`config.mk`:
```
export PLATFORM = sky130hd
export DESIGN_NAME = cpuDecoder_flat
export DESIGN_NICKNAME = d
export VERILOG_FILES = /design/src/common/neoPkg.sv /design/src/common/cpuBusIf.sv /design/src/rtl/cpuDecoder.sv /design/src/flat_wrapper.sv
export VERILOG_INCLUDE_DIRS = /design/src /design/src/common
export SDC_FILE = /design/constraint.sdc
export NUM_CORES = 1
export LEC_CHECK = 0
export BUFFER_PORTS_ARGS = -buffer_cell sky130_fd_sc_hd__buf_2
export CAP_MARGIN = 20
export CORE_UTILIZATION = 24
export CTS_BUF_LIST = sky130_fd_sc_hd__clkbuf_8
export DETAILED_ROUTE_END_ITERATION = 8
export PLACE_DENSITY_LB_ADDON = 0.1
export SYNTH_ARGS = -nofsm -noshare
export SYNTH_HDL_FRONTEND = slang
export SYNTH_SLANG_ARGS = --single-unit
export TNS_END_PERCENT = 1
```
`constraint.sdc`:
```
create_clock -name CLK_24M -period 1.25 [get_ports CLK_24M]
set_input_delay 0.125 -clock CLK_24M [delete_from_list [all_inputs] [get_ports CLK_24M]]
set_output_delay 0.125 -clock CLK_24M [all_outputs]
set_load 0.01 [all_outputs]
```
`src/common/neo_params.svh`:
```
`ifndef NEO_PARAMS_SVH
`define NEO_PARAMS_SVH

// Zone bases, compared on address bits 23 to 16
`define WRAM_BASE 24'h100000
`define COIN_BASE 24'h380000
`define SYSLATCH_BASE 24'h3A0000

// Palette zone is 0x400000 to 0x7FFFFF, mirrored
`define PAL_BASE 24'h400000

// Memory depths in 16-bit words
`define WRAM_WORDS 1024
`define PAL_WORDS 4096

// Coin counter pulse, in clock cycles
`define COIN_PULSE_CYCLES 8

`endif

```
`src/common/neoPkg.sv`:
```
package neoPkg;

	// Decoded 68000 bus zone
	typedef enum logic [2:0] {
		zoneNone,
		zoneWram,
		zoneCoin,
		zoneLatch,
		zonePal
	} zoneT;

	// System latch, one flag per address-only write
	typedef struct packed {
		logic palBank;          // Bit 7
		logic [4:0] reserved;   // Bits 6 to 2, stored only
		logic vecSel;           // Bit 1
		logic shadow;           // Bit 0
	} sysFlagsT;

	typedef struct packed {
		logic [6:0] r;
		logic [6:0] g;
		logic [6:0] b;
	} rgbT;

	// Palette RAM word
	typedef struct packed {
		logic dark;
		logic rLow;
		logic gLow;
		logic bLow;
		logic [3:0] r;
		logic [3:0] g;
		logic [3:0] b;
	} palWordT;

endpackage

```
`src/common/cpuBusIf.sv`:
```
`timescale 1ns/1ps

interface cpuBusIf;
	logic [23:1] addr;
	logic [15:0] wrData;
	logic rw;      // High for read
	logic as;      // Level address strobe
	logic lds;     // Lower byte lane
	logic uds;     // Upper byte lane

	modport decoder (
		input addr,
		input wrData,
		input rw,
		input as,
		input lds,
		input uds
	);

	// Memories and address-written registers
	modport target (
		input addr,
		input wrData,
		input lds,
		input uds
	);

endinterface

```
`src/rtl/cpuDecoder.sv`:
```
`timescale 1ns/1ps
`include "neo_params.svh"

module cpuDecoder import neoPkg::*; (
	input logic CLK_24M,
	input logic rst,
	cpuBusIf.decoder bus,
	output logic wramWe,
	output logic palWe,
	output logic latchWe,
	output logic coinWe,
	input palWordT wramRdData,
	input palWordT palRdData,
	output logic [15:0] rdData,
	output logic dtack
);

	localparam logic [23:0] wramBase = `WRAM_BASE;
	localparam logic [23:0] coinBase = `COIN_BASE;
	localparam logic [23:0] latchBase = `SYSLATCH_BASE;
	localparam logic [23:0] palBase = `PAL_BASE;

	zoneT zone;
	zoneT zoneQ;     // Zone of the cycle being acknowledged
	logic asPrev;
	logic rwQ;
	logic start;     // First cycle of as high

	always_comb begin
		zone = zoneNone;
		if (bus.addr[23:22] == palBase[23:22])
			zone = zonePal;  // Whole 4 MB window
		else if (bus.addr[23:16] == wramBase[23:16])
			zone = zoneWram;
		else if (bus.addr[23:16] == coinBase[23:16])
			zone = zoneCoin;
		else if (bus.addr[23:16] == latchBase[23:16])
			zone = zoneLatch;
	end

	assign start = bus.as & ~asPrev;

	// Write strobes land on the edge where dtack rises
	assign wramWe = start & ~bus.rw & (zone == zoneWram);
	assign palWe = start & ~bus.rw & (zone == zonePal);
	assign latchWe = start & ~bus.rw & (zone == zoneLatch);
	assign coinWe = start & ~bus.rw & (zone == zoneCoin);

	always_ff @(posedge CLK_24M) begin
		if (rst) begin
			asPrev <= 1'b0;
			dtack <= 1'b0;
			zoneQ <= zoneNone;
			rwQ <= 1'b0;
		end else begin
			asPrev <= bus.as;
			dtack <= start;     // Single cycle, any zone
			if (start) begin
				zoneQ <= zone;
				rwQ <= bus.rw;
			end
		end
	end

	// RAM outputs are already registered on the start edge
	always_comb begin
		rdData = '0;
		if (dtack && rwQ) begin
			case (zoneQ)
				zoneWram: rdData = wramRdData;
				zonePal: rdData = palRdData;
				default: rdData = '0;   // Coin, latch, unmapped
			endcase
		end
	end

	// The master must keep as up until it has seen dtack
	dtackWithinAs: assert property (@(posedge CLK_24M) disable iff (rst)
		dtack |-> bus.as);

endmodule

```
`src/flat_wrapper.sv`:
```
// flat-port wrapper written by rule: the top's interface ports become plain ports
module cpuDecoder_flat import neoPkg::*;
  (CLK_24M, rst, wramWe, palWe, latchWe, coinWe, wramRdData, palRdData, rdData, dtack, bus_addr, bus_wrData, bus_rw, bus_as, bus_lds, bus_uds);
  cpuBusIf bus_i ();
  input logic CLK_24M;
  input logic rst;
  output logic wramWe;
  output logic palWe;
  output logic latchWe;
  output logic coinWe;
  input palWordT wramRdData;
  input palWordT palRdData;
  output logic [15:0] rdData;
  output logic dtack;
  input wire logic [$bits(bus_i.addr)-1:0] bus_addr;
  input wire logic [$bits(bus_i.wrData)-1:0] bus_wrData;
  input wire logic [$bits(bus_i.rw)-1:0] bus_rw;
  input wire logic [$bits(bus_i.as)-1:0] bus_as;
  input wire logic [$bits(bus_i.lds)-1:0] bus_lds;
  input wire logic [$bits(bus_i.uds)-1:0] bus_uds;
  assign bus_i.addr = bus_addr;
  assign bus_i.wrData = bus_wrData;
  assign bus_i.rw = bus_rw;
  assign bus_i.as = bus_as;
  assign bus_i.lds = bus_lds;
  assign bus_i.uds = bus_uds;
  cpuDecoder u_core (.CLK_24M(CLK_24M), .rst(rst), .bus(bus_i), .wramWe(wramWe), .palWe(palWe), .latchWe(latchWe), .coinWe(coinWe), .wramRdData(wramRdData), .palRdData(palRdData), .rdData(rdData), .dtack(dtack));
endmodule
```
==> metrics, run 1 <==
Clock Sinks=6; crit path cell chain=nor4b_4, buf_4, nand2_4, nor3_2, buf_2; worst setup slack after layout=-228.8 ps; net count of the mapped netlist=147; areal power density over the cells=612.1 mW/mm2; IO Count=98; number of buffer cells added on primary ports=64; maximum fanout encountered on the critical timing path=3; layout overhead on the synthesized area=99.52%; Final nets=219; fraction of final layout cells with drive strength greater than 1=0.6571; Via density=4.796; Max Fclk=676.2 MHz; Cells on Worst Hold Path=2; number of enable flip-flop cells after synthesis=0; count of H-tree levels built during CTS=1; arrival time worst endpoint=1350 ps; layout filler cell count=a little under 200; count of unique library cells instantiated by Yosys=21; Root Driver=sky130_fd_sc_hd__clkbuf_8; WL final=1842 um; unrepaired setup endpoints after global routing=true; Num CTS Buffers=3; aggregate global-route resource usage=0.1579; time the final worst path needs with I/O delays and setup=roughly 1500 ps; DPL Wire Length=around 1400 um; leak pwr=about 0.5 nW; data required time of the worst path=1120 ps; Antenna Diode Count=0; worst setup path category=reg2out; violation count after the first detailed-routing iteration=9; pre-CTS setup slack=1.550 ps; total number of placement rows=16; clk_skew=about 0.69 ps; final-report max-slew violation count=0; leading register cell type out of synthesis=sky130_fd_sc_hd__dfxtp_1; hold violation total from the final report=0; chip height=just under 50 um; total number of vias=approximately 800; Worst Reg-to-Reg Cells=3; antenna violation net count after detailed routing=0; slew at the pin closest to its max-slew limit=about 500 ps; period utilization=1.183; Pre-Repair DR Iteration Count=4; area of the multi-input gates=437.9 um2; antenna violations before repair=0; crit end category=primary output; Syn Inst Count=70; final total negative setup slack=-2972 ps; vias in the first global route=787; clock-pin slew reported for the worst setup and hold paths after clock tree synthesis=about 40 ps; first-pass GRT wire length=3056 um; global placement routability congestion=around 0.74; final core area utilization=0.5238; overflow left after global routing=0; clk buf depth=2; failing checks=setup timing; residual DRC count=0; proportion of synthesized chip area in sequential cells=0.2286; starting density of the core=0.2625; max_cap viols=0; share of synthesized registers carrying an async set or reset=0; average cell area after synthesis=7.507 um2; total setup violations reported at the end of the flow=20; worst hold margin=148.4 ps; count of state elements after synthesis=6; post-synthesis cell area=525.5 um2; Reg area=127.6 um2; delay of the slowest critical-path stage=between 300 and 400 ps; worst slew margin relative to its limit=0.6659; result of the run=finished with violations; WL per Instance=~11 um; VDD IR-drop max=0.4579 mV; element type at the critical path start=flip-flop; warnings from Yosys=0; clock tree from TritonCTS=done; Hold Path Class=in2reg; pin count of the biggest net entering global routing=17; Clk Latency, worst-skew pair=220 ps; horizontal die dimension=48.80 um; Die Footprint=0.002381 mm2; total core area=approximately 0.0020 mm2; Worst path slowest cell=sky130_fd_sc_hd__dfxtp_2
[kinds of logic after synthesis]
kind of cell,count (synthesis),share of synthesized area
simple gates,39,0.4381
flops,6,0.2286
compound gates,19,0.2714
mux,1,0.01905
buf+inv,5,0.04284
[path summary, 6_finish.rpt]
check | startpoint | slack, ps | end
min | rst | 150 | u_core.zoneQ[2]
max reg2reg | u_core.asPrev | 40 | u_core.zoneQ[0]
min reg2reg | u_core.zoneQ[2] | 490 | u_core.zoneQ[2]
max | u_core.asPrev | -230 | latchWe
[routing by layer]
metal	wire, um	track usage	vias up	share of wire
li1	-	-	402	-
met1	718	0.1727	350	0.39
met2	935	0.2778	47	0.51
met3	180	0.03738	2	0.098
met4	8	0.08824	0	0.0043
met5	0	0	-	0
[state kept, by name, indices dropped and copies added (netlist names)]
signal / flops
u_core.asPrev: 1
u_core.dtack: 1
u_core.rwQ: 1
u_core.zoneQ: 3
[critical path, delay by kind of cell, from the launching register on]
kind | cells | cell delay (ps)
buf+inv | 2 | 320
flops | 1 | 320
simple gates | 3 | 480
[synth_stat cells, types with 2 or more instances]
master,count,area share
sky130_fd_sc_hd__nor2_1,19,0.14
sky130_fd_sc_hd__nand2_1,4,0.029
sky130_fd_sc_hd__nand3b_1,2,0.029
sky130_fd_sc_hd__dfxtp_1,6,0.23
sky130_fd_sc_hd__and3_2,2,0.029
sky130_fd_sc_hd__buf_2,3,0.029
sky130_fd_sc_hd__a22oi_1,16,0.23
sky130_fd_sc_hd__o21ai_2,2,0.033
sky130_fd_sc_hd__nor3_1,3,0.029
sky130_fd_sc_hd__nor3b_2,2,0.048
[where the power goes]
| group | internal, mW | total [mW] | switching [mW] |
|---|---|---|---|
| sequential | 0.199 | 0.204 | 0.00500 |
| combinational | 0.0876 | 0.151 | 0.0636 |
| clock | 0.207 | 0.287 | 0.0804 |
[area by class of cell]
| cell class | count | share of cell area |
|---|---|---|
| inverter | 1 | 0.003580 |
| sequential | 6 | 0.1217 |
| multi-input combinational | 59 | 0.4177 |
| clock buffer | 3 | 0.03938 |
| timing repair buffer | 71 | 0.3854 |
| tap | 27 | 0.03222 |
[stage by stage]
stage	instance area (um2)	cells	power [mW]
after floorplan	543.0	70	0.2526
after global placement	950.9	164	0.3443
after detailed placement	950.9	164	0.3482
after CTS	1008	167	0.6449
after global routing	1049	167	0.6896
final	1049	167	0.6418
[placed cells by master, fill, tap and decap left out, types with 2 or more instances in the layout]
cell and n:
sky130_fd_sc_hd__nand2_1 3, sky130_fd_sc_hd__nor2_1 19, sky130_fd_sc_hd__nor3_2 2, sky130_fd_sc_hd__buf_2 63, sky130_fd_sc_hd__and3_2 2, sky130_fd_sc_hd__buf_12 2
sky130_fd_sc_hd__dfxtp_1 2, sky130_fd_sc_hd__nor3b_4 2, sky130_fd_sc_hd__o21ai_2 2, sky130_fd_sc_hd__nor4b_4 2, sky130_fd_sc_hd__clkbuf_8 3, sky130_fd_sc_hd__nand3b_1 2
sky130_fd_sc_hd__a22oi_2 2, sky130_fd_sc_hd__a22oi_1 14, sky130_fd_sc_hd__buf_4 5, sky130_fd_sc_hd__dfxtp_2 3
[repair_timing]
| item | in CTS | in global routing |
|---|---|---|
| hold buffers | 0 | 0 |
| setup endpoints to repair | 20 | 20 |
| pin swaps | 0 | 6 |
| gates resized for setup | 5 | 9 |
| buffers inserted | 0 | 0 |
| endpoints found under the hold margin | 0 | 0 |
Power figures use the tool's default switching activity.
==> run 2, diff against run 1 <==
--- a/config.mk
+++ b/config.mk
@@ -10,3 +10,3 @@
 export CAP_MARGIN = 20
-export CORE_UTILIZATION = 24
+export CORE_UTILIZATION = 26
 export CTS_BUF_LIST = sky130_fd_sc_hd__clkbuf_8
==> constraint.sdc (replaced) <==
create_clock -name CLK_24M -period 1.7 [get_ports CLK_24M]
set_input_delay 0.085 -clock CLK_24M [delete_from_list [all_inputs] [get_ports CLK_24M]]
set_output_delay 0.085 -clock CLK_24M [all_outputs]
set_load 0.01 [all_outputs]
==> run 2 against run 1 <==
Net effect: the flow now finishes without violations; utilization fell by 1.6 points; power fell by 30%; critical path depth fell by 1; die area fell by 7.4%; first-iteration DRC count fell by 44%; sequential share of layout area rose by 0.96 points; combinational power fell by 39%; largest cell class unchanged; highest routed layer unchanged.
==> metrics, run 2 (same netlist as run 1, synthesis figures left out) <==
first-pass GRT wire length=just over 2000 um; WL final=1598 um; Clock Sinks=6; element type at the critical path start=flip-flop; clk buf depth=2; final-report max-slew violation count=0; VDD IR-drop max=0.3845 mV; horizontal die dimension=46.96 um; slew at the pin closest to its max-slew limit=a little under 500 ps; chip height=46.96 um; total core area=0.001802 mm2; # resized after CTS=0; max reg flops=3; Clk Latency, worst-skew pair=220 ps; post-CTS setup buffer count=0; Final nets=214; worst reg-to-reg setup slack=400 ps; result of the run=complete, no violations; fraction of final layout cells with drive strength greater than 1=0.5704; Via density=4.575; worst reg2reg endpoint=u_core.zoneQ[0]; Num CTS Buffers=3; pin count of the biggest net entering global routing=17; total number of placement rows=15; vias in the first global route=about 520; area after detailed placement=873.3 um2; total number of vias=732; Finished Cell Area=about 910 um2; starting density of the core=0.2917; max_cap viols=0; area of the multi-input gates=382.9 um2; hold bufs inserted after CTS=0; final core area utilization=0.5076; end point of the critical path=coinWe; final total negative setup slack=0 ps; worst hold margin=110.1 ps; Die Footprint=approximately 0.0022 mm2; clock-pin slew reported for the worst setup and hold paths after clock tree synthesis=30 ps; WL per Instance=9.988 um; DPL Wire Length=1315 um; pre-CTS setup slack=391.1 ps; clk_skew=2.494 ps; clock tree from TritonCTS=done; Worst Reg-to-Reg Cells=3; worst setup path category=reg2out; period utilization=0.8456; leak pwr=0.4601 nW; Antenna Diode Count=0; overflow left after global routing=0; IO Count=98; layout filler cell count=195; worst setup slack after layout=262.5 ps; violation count after the first detailed-routing iteration=5; data required time of the worst path=1620 ps; Max Fclk=695.6 MHz; maximum fanout encountered on the critical timing path=3; total setup violations reported at the end of the flow=0; aggregate global-route resource usage=0.1294; Hold Path Class=in2reg; register name with the most flops=u_core.zoneQ; number of buffer cells added on primary ports=64; residual DRC count=0; crit end category=primary output; most frequent cells in the layout=64 x sky130_fd_sc_hd__buf_2, 19 x sky130_fd_sc_hd__nor2_1, 16 x sky130_fd_sc_hd__a22oi_1; Root Driver=sky130_fd_sc_hd__clkbuf_8; unrepaired setup endpoints after global routing=false; global placement routability congestion=slightly below 0.7; Pre-Repair DR Iteration Count=4; source of the worst register-to-register timing path=u_core.asPrev; antenna violation net count after detailed routing=0; arrival time worst endpoint=1350 ps; most frequent standard cell in the layout excluding fill and tap cells=sky130_fd_sc_hd__buf_2; time the final worst path needs with I/O delays and setup=1438 ps; antenna violations before repair=0; count of H-tree levels built during CTS=1; worst slew margin relative to its limit=0.6701; Reg area=roughly 120 um2; areal power density over the cells=493.7 mW/mm2; layout overhead on the synthesized area=74.05%; CP Launch Point=u_core.asPrev; hold violation total from the final report=0
==> run 2: changes by cell type in the layout (fill, tap and decap cells not counted), sizes merged <==
cell / change
buf: -5
==> run 2: where the power goes <==
group	internal (mW)	total, mW	switching (mW)
clock network	0.152	0.211	0.0586
logic	0.0527	0.0919	0.0392
registers	0.147	0.149	0.00256
==> run 2: layout make-up <==
type | count | area share
clock buffers | 3 | 0.04514
inverters | 1 | 0.004104
multi-input cells | 59 | 0.4186
flip-flops and latches | 6 | 0.1313
well taps | 25 | 0.03420
repair buffers | 66 | 0.3666
==> run 2: per-stage QoR <==
| stage | std cells | power (mW) |
|---|---|---|
| after global routing | 160 | 0.4738 |
| after CTS | 160 | 0.4598 |
| after detailed placement | 157 | 0.2441 |
| after floorplan | 70 | 0.1830 |
| final | 160 | 0.4516 |
| after global placement | 157 | 0.2412 |
==> run 2: how the worst min path moves through the flow <==
stage | cells after the start | startpoint | end | slack, ps
finish | 2 | bus_as | u_core.asPrev | 110
global route | 2 | rst | u_core.zoneQ[2] | 120
CTS | 2 | bus_as | u_core.asPrev | 110
detailed placement | 2 | bus_as | u_core.asPrev | 340
global placement | 2 | bus_as | u_core.asPrev | 330
floorplan | 1 | rst | u_core.zoneQ[2] | 150
==> run 2: critical path: stages (launching register included) <==
cell                      delay (ps)
sky130_fd_sc_hd__dfxtp_1         290
sky130_fd_sc_hd__nor4b_1         380
sky130_fd_sc_hd__nand2_1         130
sky130_fd_sc_hd__nor3_1          170
sky130_fd_sc_hd__buf_2           150
==> run 2: layer usage <==
metal	global-route usage	share of wire
met1	0.1528	0.44
met2	0.2194	0.45
met3	0.02692	0.096
met4	0.06857	0.0044
met5	0	0
==> run 3, diff against run 2 <==
ABC_AREA = 1   (was unset)
CORE_UTILIZATION = 25   (was 26)
clock period = 1.3 ns   (was 1.7 ns; I/O delays follow)
==> run 3 against run 2 <==
Net effect: sequential power is 38% higher; highest routed layer is now met3; final cell count is 29% higher; the run now ends with setup timing left; clock power is 29% higher.
==> metrics, run 3 <==
number of buffer cells added on primary ports=64; worst reg2reg endpoint=u_core.zoneQ[2]; post-synthesis cell area=between 500 and 600 um2; Final nets=between 200 and 300; first-pass GRT wire length=2635 um; violation count after the first detailed-routing iteration=12; arrival time worst endpoint=between 1000 and 1500 ps; Finished Cell Area=0.001047 mm2; ranking of synthesized cells by instance count=48 x sky130_fd_sc_hd__nand2_1, 17 x sky130_fd_sc_hd__a21oi_1, 13 x sky130_fd_sc_hd__nor2_1; slew at the pin closest to its max-slew limit=334.7 ps; unrepaired setup endpoints after global routing=true; failing checks=setup timing; fraction of final layout cells with drive strength greater than 1=0.4944; DPL Wire Length=1333 um; maximum fanout encountered on the critical timing path=7; Num CTS Buffers=3; element type at the critical path start=flip-flop; worst reg-to-reg setup slack=between 400 and 500 ps; count of state elements after synthesis=6; share of synthesized registers carrying an async set or reset=0; layout overhead on the synthesized area=77.71%; aggregate global-route resource usage=0.1310; residual DRC count=0; final-report max-slew violation count=0; worst hold margin=between 70 and 80 ps; clock tree from TritonCTS=done; Max Fclk=754.5 MHz; overflow left after global routing=0; total number of vias=892; max_cap viols=0; WL per Instance=8.374 um; total core area=0.002212 mm2; net count of the mapped netlist=186; Hold Path Class=in2reg; chip height=slightly above 50 um; register name with the most flops=u_core.zoneQ; Clock Sinks=6; time the final worst path needs with I/O delays and setup=between 1000 and 1500 ps; CP Launch Point=u_core.zoneQ[0]; worst setup path category=reg2out; end point of the critical path=rdData[5]; areal power density over the cells=620.6 mW/mm2; hold violation total from the final report=0; total setup violations reported at the end of the flow=15; global placement routability congestion=approximately 0.63; total power draw=between 0.6 and 0.7 mW; worst setup slack after layout=-25.38 ps; warnings from Yosys=0; average cell area after synthesis=5.407 um2; crit end category=primary output; Root Driver=sky130_fd_sc_hd__clkbuf_8; Antenna Diode Count=0; period utilization=1.020; leak pwr=0.5470 nW; Clk Latency, worst-skew pair=220 ps; antenna violations before repair=0; Die Footprint=0.002555 mm2; Pre-Repair DR Iteration Count=4; Synth area leaders=sky130_fd_sc_hd__nand2_1 31%, sky130_fd_sc_hd__dfxtp_1 20%, sky130_fd_sc_hd__a21oi_1 14%; most frequent standard cell in the layout excluding fill and tap cells=sky130_fd_sc_hd__buf_2; starting density of the core=0.2664; antenna violation net count after detailed routing=0; number of enable flip-flop cells after synthesis=0; proportion of synthesized chip area in sequential cells=0.2038; result of the run=finished with violations; vias in the first global route=663; data required time of the worst path=1240 ps; max reg flops=3; Yosys top cell area share=0.3057; clk buf depth=2; pin count of the biggest net entering global routing=17; most common cell in the synthesized netlist=sky130_fd_sc_hd__nand2_1; count of unique library cells instantiated by Yosys=13; final total negative setup slack=-262.5 ps; worst slew margin relative to its limit=0.7761; final core area utilization=0.4734; Via density=4.330; leading register cell type out of synthesis=sky130_fd_sc_hd__dfxtp_1; WL final=1725 um; source of the worst register-to-register timing path=u_core.asPrev; clock-pin slew reported for the worst setup and hold paths after clock tree synthesis=around 40 ps; total number of placement rows=17; Syn Inst Count=~110; VDD IR-drop max=0.9649 mV; most frequent cells in the layout=64 x sky130_fd_sc_hd__buf_2, 45 x sky130_fd_sc_hd__nand2_1, 15 x sky130_fd_sc_hd__a21oi_1; layout filler cell count=239; clk_skew=0.3536 ps; Worst Reg-to-Reg Cells=4; horizontal die dimension=around 50 um; area after detailed placement=approximately 950 um2; count of H-tree levels built during CTS=1; IO Count=98; library cell with the largest summed area after synthesis=sky130_fd_sc_hd__nand2_1
==> run 3: cell count changes after synthesis, sizes merged, moves of 2 or more <==
cell and change:
and3 -2, o21ai -2, inv +11, nor4b -2, a22oi -16, nand3 +3
nor3b -2, a21oi +18, nand2 +44, nor2 -4, nand3b -2
==> run 3: logic make-up (layout without fill, tap and decap cells) <==
logic type	Yosys count	after routing	synth area share
simple gates	68	68	0.4883
compound gates	20	20	0.1868
buf+inv	15	84	0.1210
flops	6	6	0.2038
==> run 3: report_power, final <==
part / switching [mW] / internal [mW] / total, mW
sequential: 0.00940 / 0.197 / 0.206
combinational: 0.0833 / 0.0876 / 0.171
clock: 0.0744 / 0.198 / 0.273
total: 0.167 / 0.483 / 0.650
==> run 3: layer usage <==
| layer | part of all wire | track usage | vias up |
|---|---|---|---|
| met1 | 0.45 | 0.1491 | 377 |
| met4 | 0 | 0.04167 | 0 |
| met2 | 0.47 | 0.2333 | 38 |
| met3 | 0.083 | 0.03636 | 0 |
| met5 | 0 | 0 | - |
| li1 | - | - | 477 |
==> run 3: area by class of cell <==
type                            count  area, um2  share of cell area
Clock buffer                        3      41.29             0.03943
Timing Repair Buffer               69      377.9              0.3608
Tap cell                           28      35.03             0.03345
Inverter                           12      45.04             0.04301
Multi-Input combinational cell     88      425.4              0.4062
Sequential cell                     6      122.6              0.1171
==> run 3: per-stage QoR <==
| stage | std cells | setup WS [ps] |
|---|---|---|
| after detailed placement | 200 | 20.55 |
| after CTS | 205 | -38.13 |
| after global routing | 206 | -106.3 |
| after global placement | 200 | 28.04 |
| final | 206 | -25.38 |
| after floorplan | 109 | 199.0 |
==> run 3: worst min-delay path by stage <==
stage | startpoint | to | slack (ps) | cells past startpoint
floorplan | rst | u_core.zoneQ[2] | 130 | 1
global route | rst | u_core.zoneQ[2] | 90 | 2
CTS | rst | u_core.zoneQ[2] | 70 | 2
global placement | rst | u_core.zoneQ[2] | 300 | 2
finish | rst | u_core.zoneQ[2] | 70 | 2
detailed placement | rst | u_core.zoneQ[2] | 310 | 2
==> run 3: repair_timing <==
action                                  CTS  global route
endpoints found under the setup margin   18            18
gates cloned                              0             1
hold buffers                              0             0
buffers inserted                          2             0
gates resized for setup                   7             8
pin swaps                                 1             3
==> run 3: worst max-delay path, cell delays in order (launching register included) <==
cell,delay [ps]
sky130_fd_sc_hd__dfxtp_1,290
sky130_fd_sc_hd__inv_2,80
sky130_fd_sc_hd__nand2_2,70
sky130_fd_sc_hd__nor2_4,120
sky130_fd_sc_hd__buf_6,140
sky130_fd_sc_hd__nand2_1,50
sky130_fd_sc_hd__a21oi_1,130
sky130_fd_sc_hd__buf_2,150
